==> src/hdl/perf_pkg.sv <==
package perf_pkg;

    ////////////////////
    // widths of the data memory port.
    ////////////////////

    localparam int ADDR_W = 16;
    localparam int DATA_W = 16;

    ////////////////////
    // event kinds and counter count.
    ////////////////////

    localparam int NUM_EVENTS = 13;

    // wide enough to index every counter.
    localparam int EV_IDX_W = $clog2(NUM_EVENTS);

    // the enumerator value is also the counter index, so the order follows the address map.
    typedef enum logic [EV_IDX_W-1:0] {
        EV_BP_CORRECT = 4'd0,
        EV_BP_WRONG   = 4'd1,
        EV_IC_HIT     = 4'd2,
        EV_IC_MISS    = 4'd3,
        EV_DC_HIT     = 4'd4,
        EV_DC_MISS    = 4'd5,
        EV_L2_HIT     = 4'd6,
        EV_L2_MISS    = 4'd7,
        EV_IF_STALL   = 4'd8,
        EV_ID_STALL   = 4'd9,
        EV_EX_STALL   = 4'd10,
        EV_MEM_STALL  = 4'd11,
        EV_WB_STALL   = 4'd12
    } perf_event_e;

    ////////////////////
    // address window.
    ////////////////////

    // counter k sits at PERF_BASE + 2k, one counter per 16-bit word.
    localparam logic [ADDR_W-1:0] PERF_BASE = 16'hFFE6;

    // address of the last counter in the window.
    localparam logic [ADDR_W-1:0] PERF_LAST = PERF_BASE + ADDR_W'(2 * (NUM_EVENTS - 1));

endpackage : perf_pkg

==> src/hdl/perf_event_if.sv <==
`timescale 1ns/1ps

interface perf_event_if #(
    parameter int CNT_W = 16
) ();
    import perf_pkg::*;

    // registered event strobes, one bit per counter.
    logic [NUM_EVENTS-1:0] evt;

    // clear strobes from a write to a counter address.
    logic [NUM_EVENTS-1:0] clr;

    // current value of every counter.
    logic [NUM_EVENTS-1:0][CNT_W-1:0] cnt;

    modport sync (
        output evt
    );

    modport bank (
        input  evt,
        input  clr,
        output cnt
    );

    modport decode (
        output clr,
        input  cnt
    );

endinterface : perf_event_if

==> src/hdl/perf_counter_bank.sv <==
`timescale 1ns/1ps

module perf_counter_bank #(
    parameter int CNT_W = 16
) (
    input  logic       clk,
    input  logic       i_rst_n,
    perf_event_if.bank ev
);
    import perf_pkg::*;

    ////////////////////
    // saturating counters
    ////////////////////

    for (genvar k = 0; k < NUM_EVENTS; k++) begin : g_cnt
        logic [CNT_W-1:0] count_q;
        logic             saturated;
        logic             inc_en;

        // a counter at all ones holds its value instead of wrapping to zero.
        assign saturated = &count_q;
        assign inc_en    = ev.evt[k] && !saturated;

        // a clear wins over an increment that lands in the same cycle.
        always_ff @(posedge clk or negedge i_rst_n) begin
            if (!i_rst_n) begin
                count_q <= '0;
            end else if (ev.clr[k]) begin
                count_q <= '0;
            end else if (inc_en) begin
                count_q <= count_q + 1'b1;
            end
        end

        assign ev.cnt[k] = count_q;
    end

endmodule : perf_counter_bank

==> src/hdl/perf_counters_top.sv <==
`timescale 1ns/1ps

module perf_counters_top #(
    parameter int CNT_W = 16
) (
    input  logic                            clk,
    input  logic                            i_rst_n,
    input  logic [perf_pkg::NUM_EVENTS-1:0] i_events,
    input  logic                            i_mem_access,
    input  logic                            i_mem_we,
    input  logic [perf_pkg::ADDR_W-1:0]     i_mem_addr,
    output logic                            o_mem_cancel,
    output logic [perf_pkg::DATA_W-1:0]     o_mem_rdata
);

    // one bundle carries the events in, the clears across and the counts out.
    perf_event_if #(
        .CNT_W (CNT_W)
    ) u_ev_if ();

    ////////////////////
    // input side
    ////////////////////

    perf_event_sync u_event_sync (
        .clk      (clk),
        .i_rst_n  (i_rst_n),
        .i_events (i_events),
        .ev       (u_ev_if.sync)
    );

    ////////////////////
    // counters
    ////////////////////

    perf_counter_bank #(
        .CNT_W (CNT_W)
    ) u_counter_bank (
        .clk     (clk),
        .i_rst_n (i_rst_n),
        .ev      (u_ev_if.bank)
    );

    ////////////////////
    // memory-mapped access
    ////////////////////

    // the decode is combinational, so cancel and read data answer the access
    // in the cycle it is presented.
    perf_mmio_decode #(
        .CNT_W (CNT_W)
    ) u_mmio_decode (
        .i_mem_access (i_mem_access),
        .i_mem_we     (i_mem_we),
        .i_mem_addr   (i_mem_addr),
        .o_mem_cancel (o_mem_cancel),
        .o_mem_rdata  (o_mem_rdata),
        .ev           (u_ev_if.decode)
    );

endmodule : perf_counters_top

==> src/hdl/perf_event_sync.sv <==
`timescale 1ns/1ps

module perf_event_sync (
    input  logic                            clk,
    input  logic                            i_rst_n,
    input  logic [perf_pkg::NUM_EVENTS-1:0] i_events,
    perf_event_if.sync                      ev
);
    import perf_pkg::*;

    // the strobes come from the caches, the pipeline and the branch predictor.
    // One register stage here keeps those paths out of the counter adders.
    logic [NUM_EVENTS-1:0] evt_q;

    ////////////////////
    // event register
    ////////////////////

    always_ff @(posedge clk or negedge i_rst_n) begin
        if (!i_rst_n) begin
            evt_q <= '0;
        end else begin
            evt_q <= i_events;
        end
    end

    // each bit is a single-cycle strobe, so nothing is held or merged.
    assign ev.evt = evt_q;

endmodule : perf_event_sync

==> src/hdl/perf_mmio_decode.sv <==
`timescale 1ns/1ps

module perf_mmio_decode #(
    parameter int CNT_W = 16
) (
    input  logic                        i_mem_access,
    input  logic                        i_mem_we,
    input  logic [perf_pkg::ADDR_W-1:0] i_mem_addr,
    output logic                        o_mem_cancel,
    output logic [perf_pkg::DATA_W-1:0] o_mem_rdata,
    perf_event_if.decode                ev
);
    import perf_pkg::*;

    logic                  in_window;
    logic                  on_counter;
    logic                  rd_hit;
    logic                  wr_hit;
    logic [EV_IDX_W:0]     offset;
    perf_event_e           sel_ev;
    logic [NUM_EVENTS-1:0] clr_d;
    logic [DATA_W-1:0]     rdata_d;

    ////////////////////
    // address decode
    ////////////////////

    // everything from the base upward belongs to the counters, so the core
    // must not send those accesses on to the data cache.
    assign in_window = (i_mem_addr >= PERF_BASE);

    // only even addresses up to the last counter name a counter.
    assign on_counter = in_window && (i_mem_addr <= PERF_LAST) && !i_mem_addr[0];

    // the window spans fewer than 32 bytes, so the low bits of the
    // difference are enough to find the word.
    assign offset = (EV_IDX_W + 1)'(i_mem_addr - PERF_BASE);
    assign sel_ev = perf_event_e'(offset[EV_IDX_W:1]);

    assign rd_hit = i_mem_access && !i_mem_we && on_counter;
    assign wr_hit = i_mem_access && i_mem_we && on_counter;

    assign o_mem_cancel = i_mem_access && in_window;

    ////////////////////
    // clear strobes
    ////////////////////

    // the write data is ignored, the write itself is the clear.
    always_comb begin
        clr_d = '0;
        for (int k = 0; k < NUM_EVENTS; k++) begin
            if (wr_hit && (sel_ev == perf_event_e'(k))) begin
                clr_d[k] = 1'b1;
            end
        end
    end

    assign ev.clr = clr_d;

    ////////////////////
    // read data
    ////////////////////

    // the counter is zero-extended or cut to the word width of the data bus.
    always_comb begin
        rdata_d = '0;
        for (int k = 0; k < NUM_EVENTS; k++) begin
            if (rd_hit && (sel_ev == perf_event_e'(k))) begin
                rdata_d = DATA_W'(ev.cnt[k]);
            end
        end
    end

    // any access that is not a counter read returns zero.
    assign o_mem_rdata = rdata_d;

endmodule : perf_mmio_decode

==> config.mk <==
export PLATFORM = sky130hd
export DESIGN_NAME = perf_counters_top
export DESIGN_NICKNAME = d
export VERILOG_FILES = /design/src/hdl/perf_pkg.sv /design/src/hdl/perf_event_if.sv /design/src/hdl/perf_counter_bank.sv /design/src/hdl/perf_counters_top.sv /design/src/hdl/perf_event_sync.sv /design/src/hdl/perf_mmio_decode.sv
export SDC_FILE = /design/constraint.sdc
export NUM_CORES = 1
export LEC_CHECK = 0
export ABC_AREA = 1
export BUFFER_PORTS_ARGS = -buffer_cell sky130_fd_sc_hd__buf_2
export CAP_MARGIN = 5
export CORE_ASPECT_RATIO = 0.5
export CORE_MARGIN = 10
export CORE_UTILIZATION = 58
export DETAILED_ROUTE_END_ITERATION = 10
export GPL_ROUTABILITY_DRIVEN = 0
export PLACE_DENSITY = 0.77
export SLEW_MARGIN = 10
export SYNTH_ARGS = -nofsm -noshare
export SYNTH_HDL_FRONTEND = slang
export SYNTH_SLANG_ARGS = --single-unit
==> constraint.sdc <==
create_clock -name clk -period 6.4 [get_ports clk]
set_input_delay 1.92 -clock clk [delete_from_list [all_inputs] [get_ports clk]]
set_output_delay 1.92 -clock clk [all_outputs]
set_load 0.005 [all_outputs]
### Yosys cells after proc, flatten, opt, wreduce, memory -nomap -nowiden

Index checks and enable logic that the tools add are counted.

| storage, ports and cells | value |
|---|---|
| logic and storage cells | 182 |
| register bits | 221 |
| output and inout port bits | 17 |
| input port bits | 33 |

| operators by class | value |
|---|---|
| reductions and logical operators | 88 |
| mux-type cells | 52 |
| eq/ne operators | 12 |
| $lt $le $gt $ge | 2 |
| $add $sub $neg | 14 |

Operators with widths:

| operator | number |
|---|---|
| $mux 16 | 39 |
| $add 16x1->16 const B | 13 |
| $reduce_and 16->1 | 13 |
| $logic_and 1x1->1 | 46 |
| $reduce_bool 2->1 | 13 |
| $eq 4x4->1 const B | 5 |
| $eq 4x3->1 const B | 4 |
| $ge 16x16->1 const B | 1 |
| $le 16x16->1 const B | 1 |
| $logic_not 1->1 | 15 |
| $mux 1 | 13 |
| $eq 4x2->1 const B | 2 |
| $sub 5x3->5 const B | 1 |
| $eq 4x1->1 const B | 1 |
| $logic_not 4->1 | 1 |

### Depth between registers and ports, before layout

Gate-level depths: netlist (run 1).

| logic depth | value |
|---|---|
| word-level depth | 18 |
| mapped depth | 26 |
| mapped depth without buffers | 23 |

### By module

Synthesis (run 1) repeated with hierarchy kept, for this count alone.

| second synthesis, totals | value |
|---|---|
| cells, all modules | 2576 |
| area, all modules | 16316.9 sq um |

Modules (own cells, without submodules):

| module | area each (sq um) | sequential area each (sq um) | cells an instance | times used |
|---|---|---|---|---|
| perf_counter_bank | 12981.2 | 5205.0 | 1883 | 1 |
| perf_mmio_decode | 3010.4 | 0.0 | 680 | 1 |
| perf_event_sync | 325.3 | 325.3 | 13 | 1 |

### Worst setup path before layout (run 1)

OpenSTA, ideal clock, no wires.

| path | value |
|---|---|
| kind | input to output |
| from | input i_mem_addr[4] (netlist bit) |
| to | output o_mem_rdata[8] (netlist bit) |
| slack | 0.732 ns |
| data required time | 4.480 ns |
| arrival time | 3.748 ns |
| stages | 21 |
| path buffers | 3 |
| path through | buf_2 > nor2_1 > nand2_2 > nand2_4 > nor2_8 > nand3_1 > clkbuf_1 > clkbuf_1 > nand3_1 > o211ai_1 > nand2_1 > nand2_1 > nand2_1 > nand2_1 > nand2_1 > nand2_1 > nand2_1 > nand2_1 > nand2_1 > nand2_1 > nand2_1 |

| between the ends | value |
|---|---|
| word-level cells in the longest chain between the ends | 18 |
| elaborated cells between the ends (all ways) | 45 |
| classes of those cells | add/sub (1); order compare (2); eq/ne (12); mux (13); reduce/logical (17) |

Ends and longest elaborated chain:

| element | line | source |
|---|---|---|
| from (decl) | perf_counters_top.sv:11 | `input logic [perf_pkg::ADDR_W-1:0] i_mem_addr,` |
| $ge 16x16->1 / $le 16x16->1 (equally long branches) | perf_mmio_decode.sv:30, perf_mmio_decode.sv:33 |  |
| $logic_and 1x1->1 (2 in series) | perf_mmio_decode.sv:33 | `assign on_counter = in_window && (i_mem_addr <= PERF_LAST) && !i_mem_addr[0];` |
| $logic_and 1x1->1 | perf_mmio_decode.sv:40 | `assign rd_hit = i_mem_access && !i_mem_we && on_counter;` |
| $logic_and 1x1->1 | perf_mmio_decode.sv:69 | `if (rd_hit && (sel_ev == perf_event_e'(k))) begin` |
| $mux 16 (12 in series) | perf_mmio_decode.sv:69 |  |
| $mux 16 * | perf_mmio_decode.sv:69 |  |
| to (decl) | perf_counters_top.sv:13 | `output logic [perf_pkg::DATA_W-1:0] o_mem_rdata` |

Every way passes the cells marked *; elsewhere a longest branch is shown, timed or not.

### Final worst setup path (run 1)

| path | value |
|---|---|
| from | input i_mem_addr[1] (netlist bit) |
| to | output o_mem_rdata[7] (netlist bit) |

The elaborated chain is that of the path after synthesis.

==> run_results.csv, run 1 <==
group,metric,value,unit
worst_setup_path,worstSetupPathType,"in2out",
power,p_clk_frac,0.304,
route,postRouteAntennaNets,0,
synthesis,synth.distinct_cells,48,
route,routed-wl-met2,17080,µm
synthesis,synth_area_per_cell,6.859,µm²
power,seq_power_share,0.484,
layout,antenna_cells,0,
sta,tightest_slew,906.0,ps
synthesis,netlist_top_cells_area,"dfrtp_1 40%, nand2_1 13%, inv_1 9.7%",
sta,finalCriticalPeriod,6277,ps
worst_setup_path,end_kind,"output pin",
place,dpl.hpwl,27380,µm
synthesis,synth_warnings,0,
worst_setup_path,cp.arrival,4360,ps
power,total_power,4.222,mW
layout,nNetsFinal,2114,
synthesis,yosys.area.top_type,"dfrtp_1",
route,vias,13488,
sta,timing.clock.skew,11.44,ps
floorplanning,die_w,237.6,µm
clocking,clk_latency,530,ps
synthesis,netlist_instances,2001,
floorplanning,fp-row-count,39,
worst_setup_path,path_max_fanout,10,
synthesis,synth_flop_cell,"dfrtp_1",
clocking,path_clk_slew,60,ps
sta,fin_crit_sh,0.9808,
synthesis,synth-seq-cells,221,
sta,fmaxAchievable,159.3,MHz
worst_setup_path,crit_required,4480,ps
synthesis,synth_area,13730,µm²
worst_setup_path,startpoint_type,"input pin",
place,dpl_cell_area,14390,µm²
layout,final_cells,2387,
sta,hold_viol,0,
route,drt-met1-wl,16880,µm
place,dp_cells,2338,
worst_setup_path,cpMostUsedCell,"nand2_1",
sta,tns,0,ps
worst_setup_path,r2r_slack,3780,ps
clocking,cts_tree,"done",
global_routing,overflow,0,
global_routing,antenna_found_initial,0,
worst_setup_path,crit_chain,"buf_2, nand2_2, nand2_2, nand2_4, nor2_8, nand2_4, nor2_4, buf_4, clkinvlp_4, o21ai_0, nand3b_1, nand2_1, nand2_1, nand2_1, nand2_1, nand2_1, nand2_1, nand2_1, nand2_1, nand2_1, nand2_1, buf_2",
power,switching_share,0.3532,
hold_path,hold_path_class,"reg2reg",
route,wire_per_inst,15.68,µm
floorplanning,die_h,128.8,µm
clocking,htree_levels,1,
synthesis,synth_top_area_share,0.4029,
synthesis,synth_seq_area_share,0.4029,
power,p_int,2.731,mW
global_routing,grt_use_total,0.2380,
layout,fin_area,15200,µm²
sta,maxSlewHeadroom,0.3960,
power,power_switching,1.491,mW
clocking,clockRootBuffer,"clkbuf_16",
place,port_buffers,49,
clocking,clock_sinks,221,
worst_setup_path,crit_slowest_cell,"nor2_4",
floorplanning,initial_core_util,0.5959,
layout,fill_cells,2063,
route,drc,0,
layout,final_cell_mix,"459 x nand2_1, 351 x inv_1, 221 x dfrtp_1, 179 x o21ai_0, 153 x nor2_1",
sta,finalMaxSlewViolations,0,
route,totalWireLength,37420,µm
clocking,numCtsBuffers,22,
layout,final_core_util,0.6599,
layout,layout_commonest_cell,"nand2_1",
synthesis,synth_nets,2047,
sta,rsz0062_at_grt,"true",
global_routing,grt_pass1_vias,12526,
floorplanning,dieArea,30590,µm²
route,first_iter_violations,1403,
outcome,outcome,"complete, no violations",
clocking,clockBufferDepth,3,
route,wl_met3,2665,µm
route,viasPerCell,5.651,
global_routing,grt_max_degree,118,
layout,area_delta_synth_final,10.74,%
power,ir_drop,0.2040,mV
clocking,ctsHoldBuffers,0,
route,top_layer_used,"met4",
sta,setup_ws,123.1,ps
layout,drive_gt1_frac,0.08413,
power,power_leakage,7.475,nW
synthesis,synth_edf_count,0,
worst_setup_path,cpPeakStageDelay,230,ps
place,dp_worst_setup_slack,-26.39,ps
floorplanning,core_area,23030,µm²
global_routing,grt_first_pass_wirelength,60930,µm
sta,setup_viol,0,
synthesis,synthArstFlopShare,1.000,
power,comb_power_share,0.212,
sta,hold-worst-slack,496.5,ps
power,powerDensity,277.8,nW/µm²
route,first_pass_iters,6,
job,cap_violations,0,
floorplanning,top_level_ports,50,
## synth_stat cells, drive strengths merged (2+ instances only)
cell type,count
a211oi,16
a21oi,147
a221oi,5
a31oi,11
and3,5
buf,9
clkbuf,30
clkinv,2
dfrtp,221
ha,13
inv,369
nand2,471
nand3,94
nand3b,4
nand4,42
nor2,170
nor3,105
nor3b,13
nor4,22
o211a,3
o211ai,8
o21a,5
o21ai,203
o21bai,3
o22ai,12
o31ai,5
or2,5
xor2,2
## worst paths after layout
check / cells past startpoint / endpoint / startpoint
worst max-delay path: 22 / o_mem_rdata[7] / i_mem_addr[1]
min in group asynchronous: 1 / u_counter_bank.g_cnt[9].count_q[3] / i_rst_n
worst max register to register: 17 / u_counter_bank.g_cnt[6].count_q[15] / u_counter_bank.g_cnt[6].count_q[0]
max in group asynchronous: 2 / u_counter_bank.g_cnt[1].count_q[5] / i_rst_n
worst min register to register: 1 / u_counter_bank.g_cnt[3].count_q[4] / u_counter_bank.g_cnt[3].count_q[4]
worst min-delay path: 1 / u_counter_bank.g_cnt[3].count_q[4] / u_counter_bank.g_cnt[3].count_q[4]
## timing repair
action / in CTS / in global routing
gates resized for setup: 1 / 16
cloned: 0 / 4
pin swaps: 0 / 3
setup endpoints to repair: 1 / 14
setup buffers: 0 / 9
## area by class of cell
cell class | instances | area, µm² | share of cell area
inverter | 371 | 1406 | 0.09253
timing repair buffer | 78 | 510.5 | 0.03359
sequential | 221 | 5530 | 0.3638
timing repair inverter | 4 | 25.02 | 0.001646
tap | 307 | 384.1 | 0.02527
multi-input combinational | 1370 | 6668 | 0.4387
clock buffer | 31 | 625.6 | 0.04116
clock inverter | 5 | 50.05 | 0.003293
## sequential cells by signal (all words and copies together), names as in the netlist
| name | flops |
|---|---|
| u_event_sync.ev.evt | 13 |
| u_counter_bank.g_cnt.count_q | 208 |
## logic make-up after synthesis
kind of cell,synth area share
AO/OA/AOI/OAI,0.1671
XOR/XNOR,0.001276
adder cells (fa/ha/maj),0.01185
buffers and inverters,0.1136
flip-flops,0.4029
AND/OR/NAND/NOR,0.3033
## worst max-delay path: cells and delay by family
kind / cells / cell delay [ps]
AND/OR/NAND/NOR: 17 / 1650
AO/OA/AOI/OAI: 1 / 220
buffers and inverters: 4 / 570
## power by group through the flow
| stage | Combinational (mW) | Sequential, mW | Clock (mW) |
|---|---|---|---|
| global placement | 0.851 | 2.05 | 0 |
| detailed placement | 0.881 | 2.05 | 0 |
| CTS | 0.885 | 2.03 | 1.30 |
| finish | 0.894 | 2.04 | 1.28 |
| global route | 1.04 | 2.09 | 1.36 |
| floorplan | 0.681 | 1.95 | 0 |
## per-layer routing
| layer | vias to the layer above | GRT usage |
|---|---|---|
| li1 | 6690 | - |
| met1 | 6232 | 0.3224 |
| met2 | 500 | 0.3926 |
| met3 | 66 | 0.04198 |
| met4 | 0 | 0.05658 |
| met5 | - | 0 |
(Power assumes the default switching activity.)
==> run 2: changes to the inputs <==
--- a/config.mk
+++ b/config.mk
@@ -6,14 +6,15 @@
 export NUM_CORES = 1
 export LEC_CHECK = 0
 export ABC_AREA = 1
-export BUFFER_PORTS_ARGS = -buffer_cell sky130_fd_sc_hd__buf_2
 export CAP_MARGIN = 5
 export CORE_ASPECT_RATIO = 0.5
 export CORE_MARGIN = 10
 export CORE_UTILIZATION = 58
 export DETAILED_ROUTE_END_ITERATION = 10
+export DONT_BUFFER_PORTS = 1
 export GPL_ROUTABILITY_DRIVEN = 0
-export PLACE_DENSITY = 0.77
+export PLACE_DENSITY = 0.76
+export SETUP_SLACK_MARGIN = 0.4
 export SLEW_MARGIN = 10
 export SYNTH_ARGS = -nofsm -noshare
 export SYNTH_HDL_FRONTEND = slang
==> run 2 against run 1 <==
  * Fmax increased by 4.2%
  * Final cell count fell by 2.6%
  * First-iteration DRC count rose by 9.4%
  * Core utilization decreased by 1.1 points
  * Routed wire length rose by 2.0%
  * Count of clock-buffer cells in the layout decreased by 1
  * Design area is 1.6% lower
==> run_results.csv, run 2 (synthesized netlist as in run 1, its figures left out) <==
group,metric,value,unit
global_routing,grt_first_pass_wirelength,60470,µm
global_routing,antenna_found_initial,0,
clocking,path_clk_slew,60,ps
layout,antenna_cells,0,
worst_setup_path,worstSetupPathType,"in2out",
worst_setup_path,cp_top_family,"simple AND/OR/NAND/NOR gates",
place,dpl.hpwl,27920,µm
layout,seq_area,5530,µm²
clocking,clockBufferDepth,3,
worst_setup_path,crit_required,4480,ps
layout,layout_commonest_cell,"nand2_1",
floorplanning,top_level_ports,50,
sta,tns,0,ps
floorplanning,die_h,128.8,µm
global_routing,use_met2,0.3931,
global_routing,grt_pass1_vias,11993,
route,vias,13306,
worst_setup_path,end_kind,"output pin",
sta,fmaxAchievable,166.0,MHz
clocking,numCtsBuffers,21,
floorplanning,dieArea,30590,µm²
clocking,cts_tree,"done",
global_routing,grt_max_degree,222,
power,total_power,4.144,mW
sta,tightest_slew,740.9,ps
route,totalWireLength,38180,µm
sta,finalCriticalPeriod,6022,ps
global_routing,busiest_layer,"met2",
sta,hold_viol,0,
clocking,clockRootBuffer,"clkbuf_16",
sta,maxSlewHeadroom,0.5055,
sta,finalMaxSlewViolations,0,
layout,nNetsFinal,2055,
worst_setup_path,startpoint_type,"input pin",
global_routing,global_route.usage.met3,0.04901,
floorplanning,die_w,237.6,µm
place,port_buffers,0,
sta,fin_crit_sh,0.9410,
worst_setup_path,path_buf_inv,1,
clocking,clk_latency,520,ps
job,cap_violations,0,
worst_setup_path,cpPeakStageDelay,280,ps
sta,rsz0062_at_grt,"true",
global_routing,grt_use_total,0.2395,
layout,drive_gt1_frac,0.06786,
layout,area_delta_synth_final,8.970,%
route,viasPerCell,5.721,
floorplanning,fp-row-count,39,
power,powerDensity,277.1,nW/µm²
worst_setup_path,path_max_fanout,7,
route,postRouteAntennaNets,0,
route,drc,0,
worst_setup_path,crit_slowest_cell,"nor2_4",
layout,fill_cells,2127,
floorplanning,core_area,23030,µm²
hold_path,hold_path_class,"reg2reg",
clocking,htree_levels,1,
sta,setup_viol,0,
layout,multi_input_area,6823,µm²
route,wire_per_inst,16.41,µm
global_routing,overflow,0,
power,power_leakage,7.170,nW
layout,final_cell_mix,"444 x nand2_1, 351 x inv_1, 221 x dfrtp_1, 176 x o21ai_0, 148 x nor2_1",
route,first_pass_iters,6,
worst_setup_path,cp.arrival,4100,ps
clocking,clock_sinks,221,
global_routing,use_met1,0.3217,
outcome,outcome,"complete, no violations",
power,ir_drop,0.1827,mV
sta,timing.clock.skew,20.81,ps
layout,largest_reg_flops,208,
layout,top_register,"u_counter_bank.g_cnt.count_q",
worst_setup_path,crit_chain,"nand2_2, nor2_4, nand2_4, nor2_8, nand2_8, nor2_4, clkinvlp_4, o21ai_1, o21bai_4, nand2_1, nand2_1, nand2_2, nand2_2, nand2_1, nand2_1, nand2_1, nand2_1, nand2_2, nand2_2, nand2_2",
route,first_iter_violations,1535,
floorplanning,initial_core_util,0.5959,
## run 2: cell types whose count changed in the layout (fill, tap and decap cells not counted), moves of 3 or more
cell / delta
nand2_2: +12
buf_4: -10
nor2_1: -5
o21ai_0: -3
o21ai_2: +3
clkinv_2: -3
nand2_8: +3
nor2_4: +5
nand2_1: -15
buf_2: -48
## run 2: repair_timing
action / CTS / global route
hold buffers: 0 / 0
pin swaps: 0 / 20
cloned: 2 / 4
endpoints found under the setup margin: 15 / 16
setup buffers: 0 / 9
gates resized for setup: 7 / 51
## run 2: worst paths after layout
check                                              startpoint                                  end  slack [ps]  cells past startpoint
max                                            i_mem_addr[11]                      o_mem_rdata[14]         380                     20
min                        u_counter_bank.g_cnt[3].count_q[4]   u_counter_bank.g_cnt[3].count_q[4]         500                      1
max in group asynchronous                             i_rst_n   u_counter_bank.g_cnt[3].count_q[0]        4690                      0
max reg2reg                u_counter_bank.g_cnt[6].count_q[0]  u_counter_bank.g_cnt[6].count_q[15]        3690                     17
min reg2reg                u_counter_bank.g_cnt[3].count_q[4]   u_counter_bank.g_cnt[3].count_q[4]         500                      1
min in group asynchronous                             i_rst_n   u_counter_bank.g_cnt[9].count_q[0]        1110                      0
## run 2: where the power goes
group | internal [mW] | switching (mW)
clock network | 0.676 | 0.548
registers | 1.70 | 0.355
logic | 0.301 | 0.561
## run 2: layout make-up
type / instances / share of cell area
multi-input cells: 1372 / 0.4562
flip-flops and latches: 221 / 0.3698
inverters: 371 / 0.09411
clock buffers: 30 / 0.03940
well taps: 307 / 0.02568
repair buffers: 18 / 0.01037
clock inverters: 3 / 0.002677
repair inverters: 4 / 0.001840
## run 2: metal layers
layer | vias to the layer above | wire (µm)
li1 | 6559 | -
met1 | 6178 | 16680
met2 | 502 | 17440
met3 | 67 | 3205
met4 | 0 | 864
met5 | - | 0
## run 2: metrics by stage
stage | cells | utilization | cell area [µm²] | worst slack [ps] | hold WS (ps)
2_1_floorplan | 2001 | - | 13730 | 732.4 | 454.8
3_5_place_dp | 2278 | 0.6084 | 14010 | 175.7 | 480.6
4_1_cts | 2313 | 0.6378 | 14690 | 396.0 | 493.2
5_1_grt | 2326 | 0.6494 | 14960 | 188.6 | 546.9
3_3_place_gp | 2278 | 0.6084 | 14010 | 255.7 | 477.7
6_report | 2326 | 0.6494 | 14960 | 377.7 | 496.0
## run 2: worst register-to-register path: cells and delay by family (launching register included)
| family | cells | cell delay (ps) |
|---|---|---|
| adders and majority gates | 1 | 240 |
| buffers and inverters | 2 | 140 |
| DFF | 1 | 430 |
| and+or+nand+nor | 14 | 1790 |
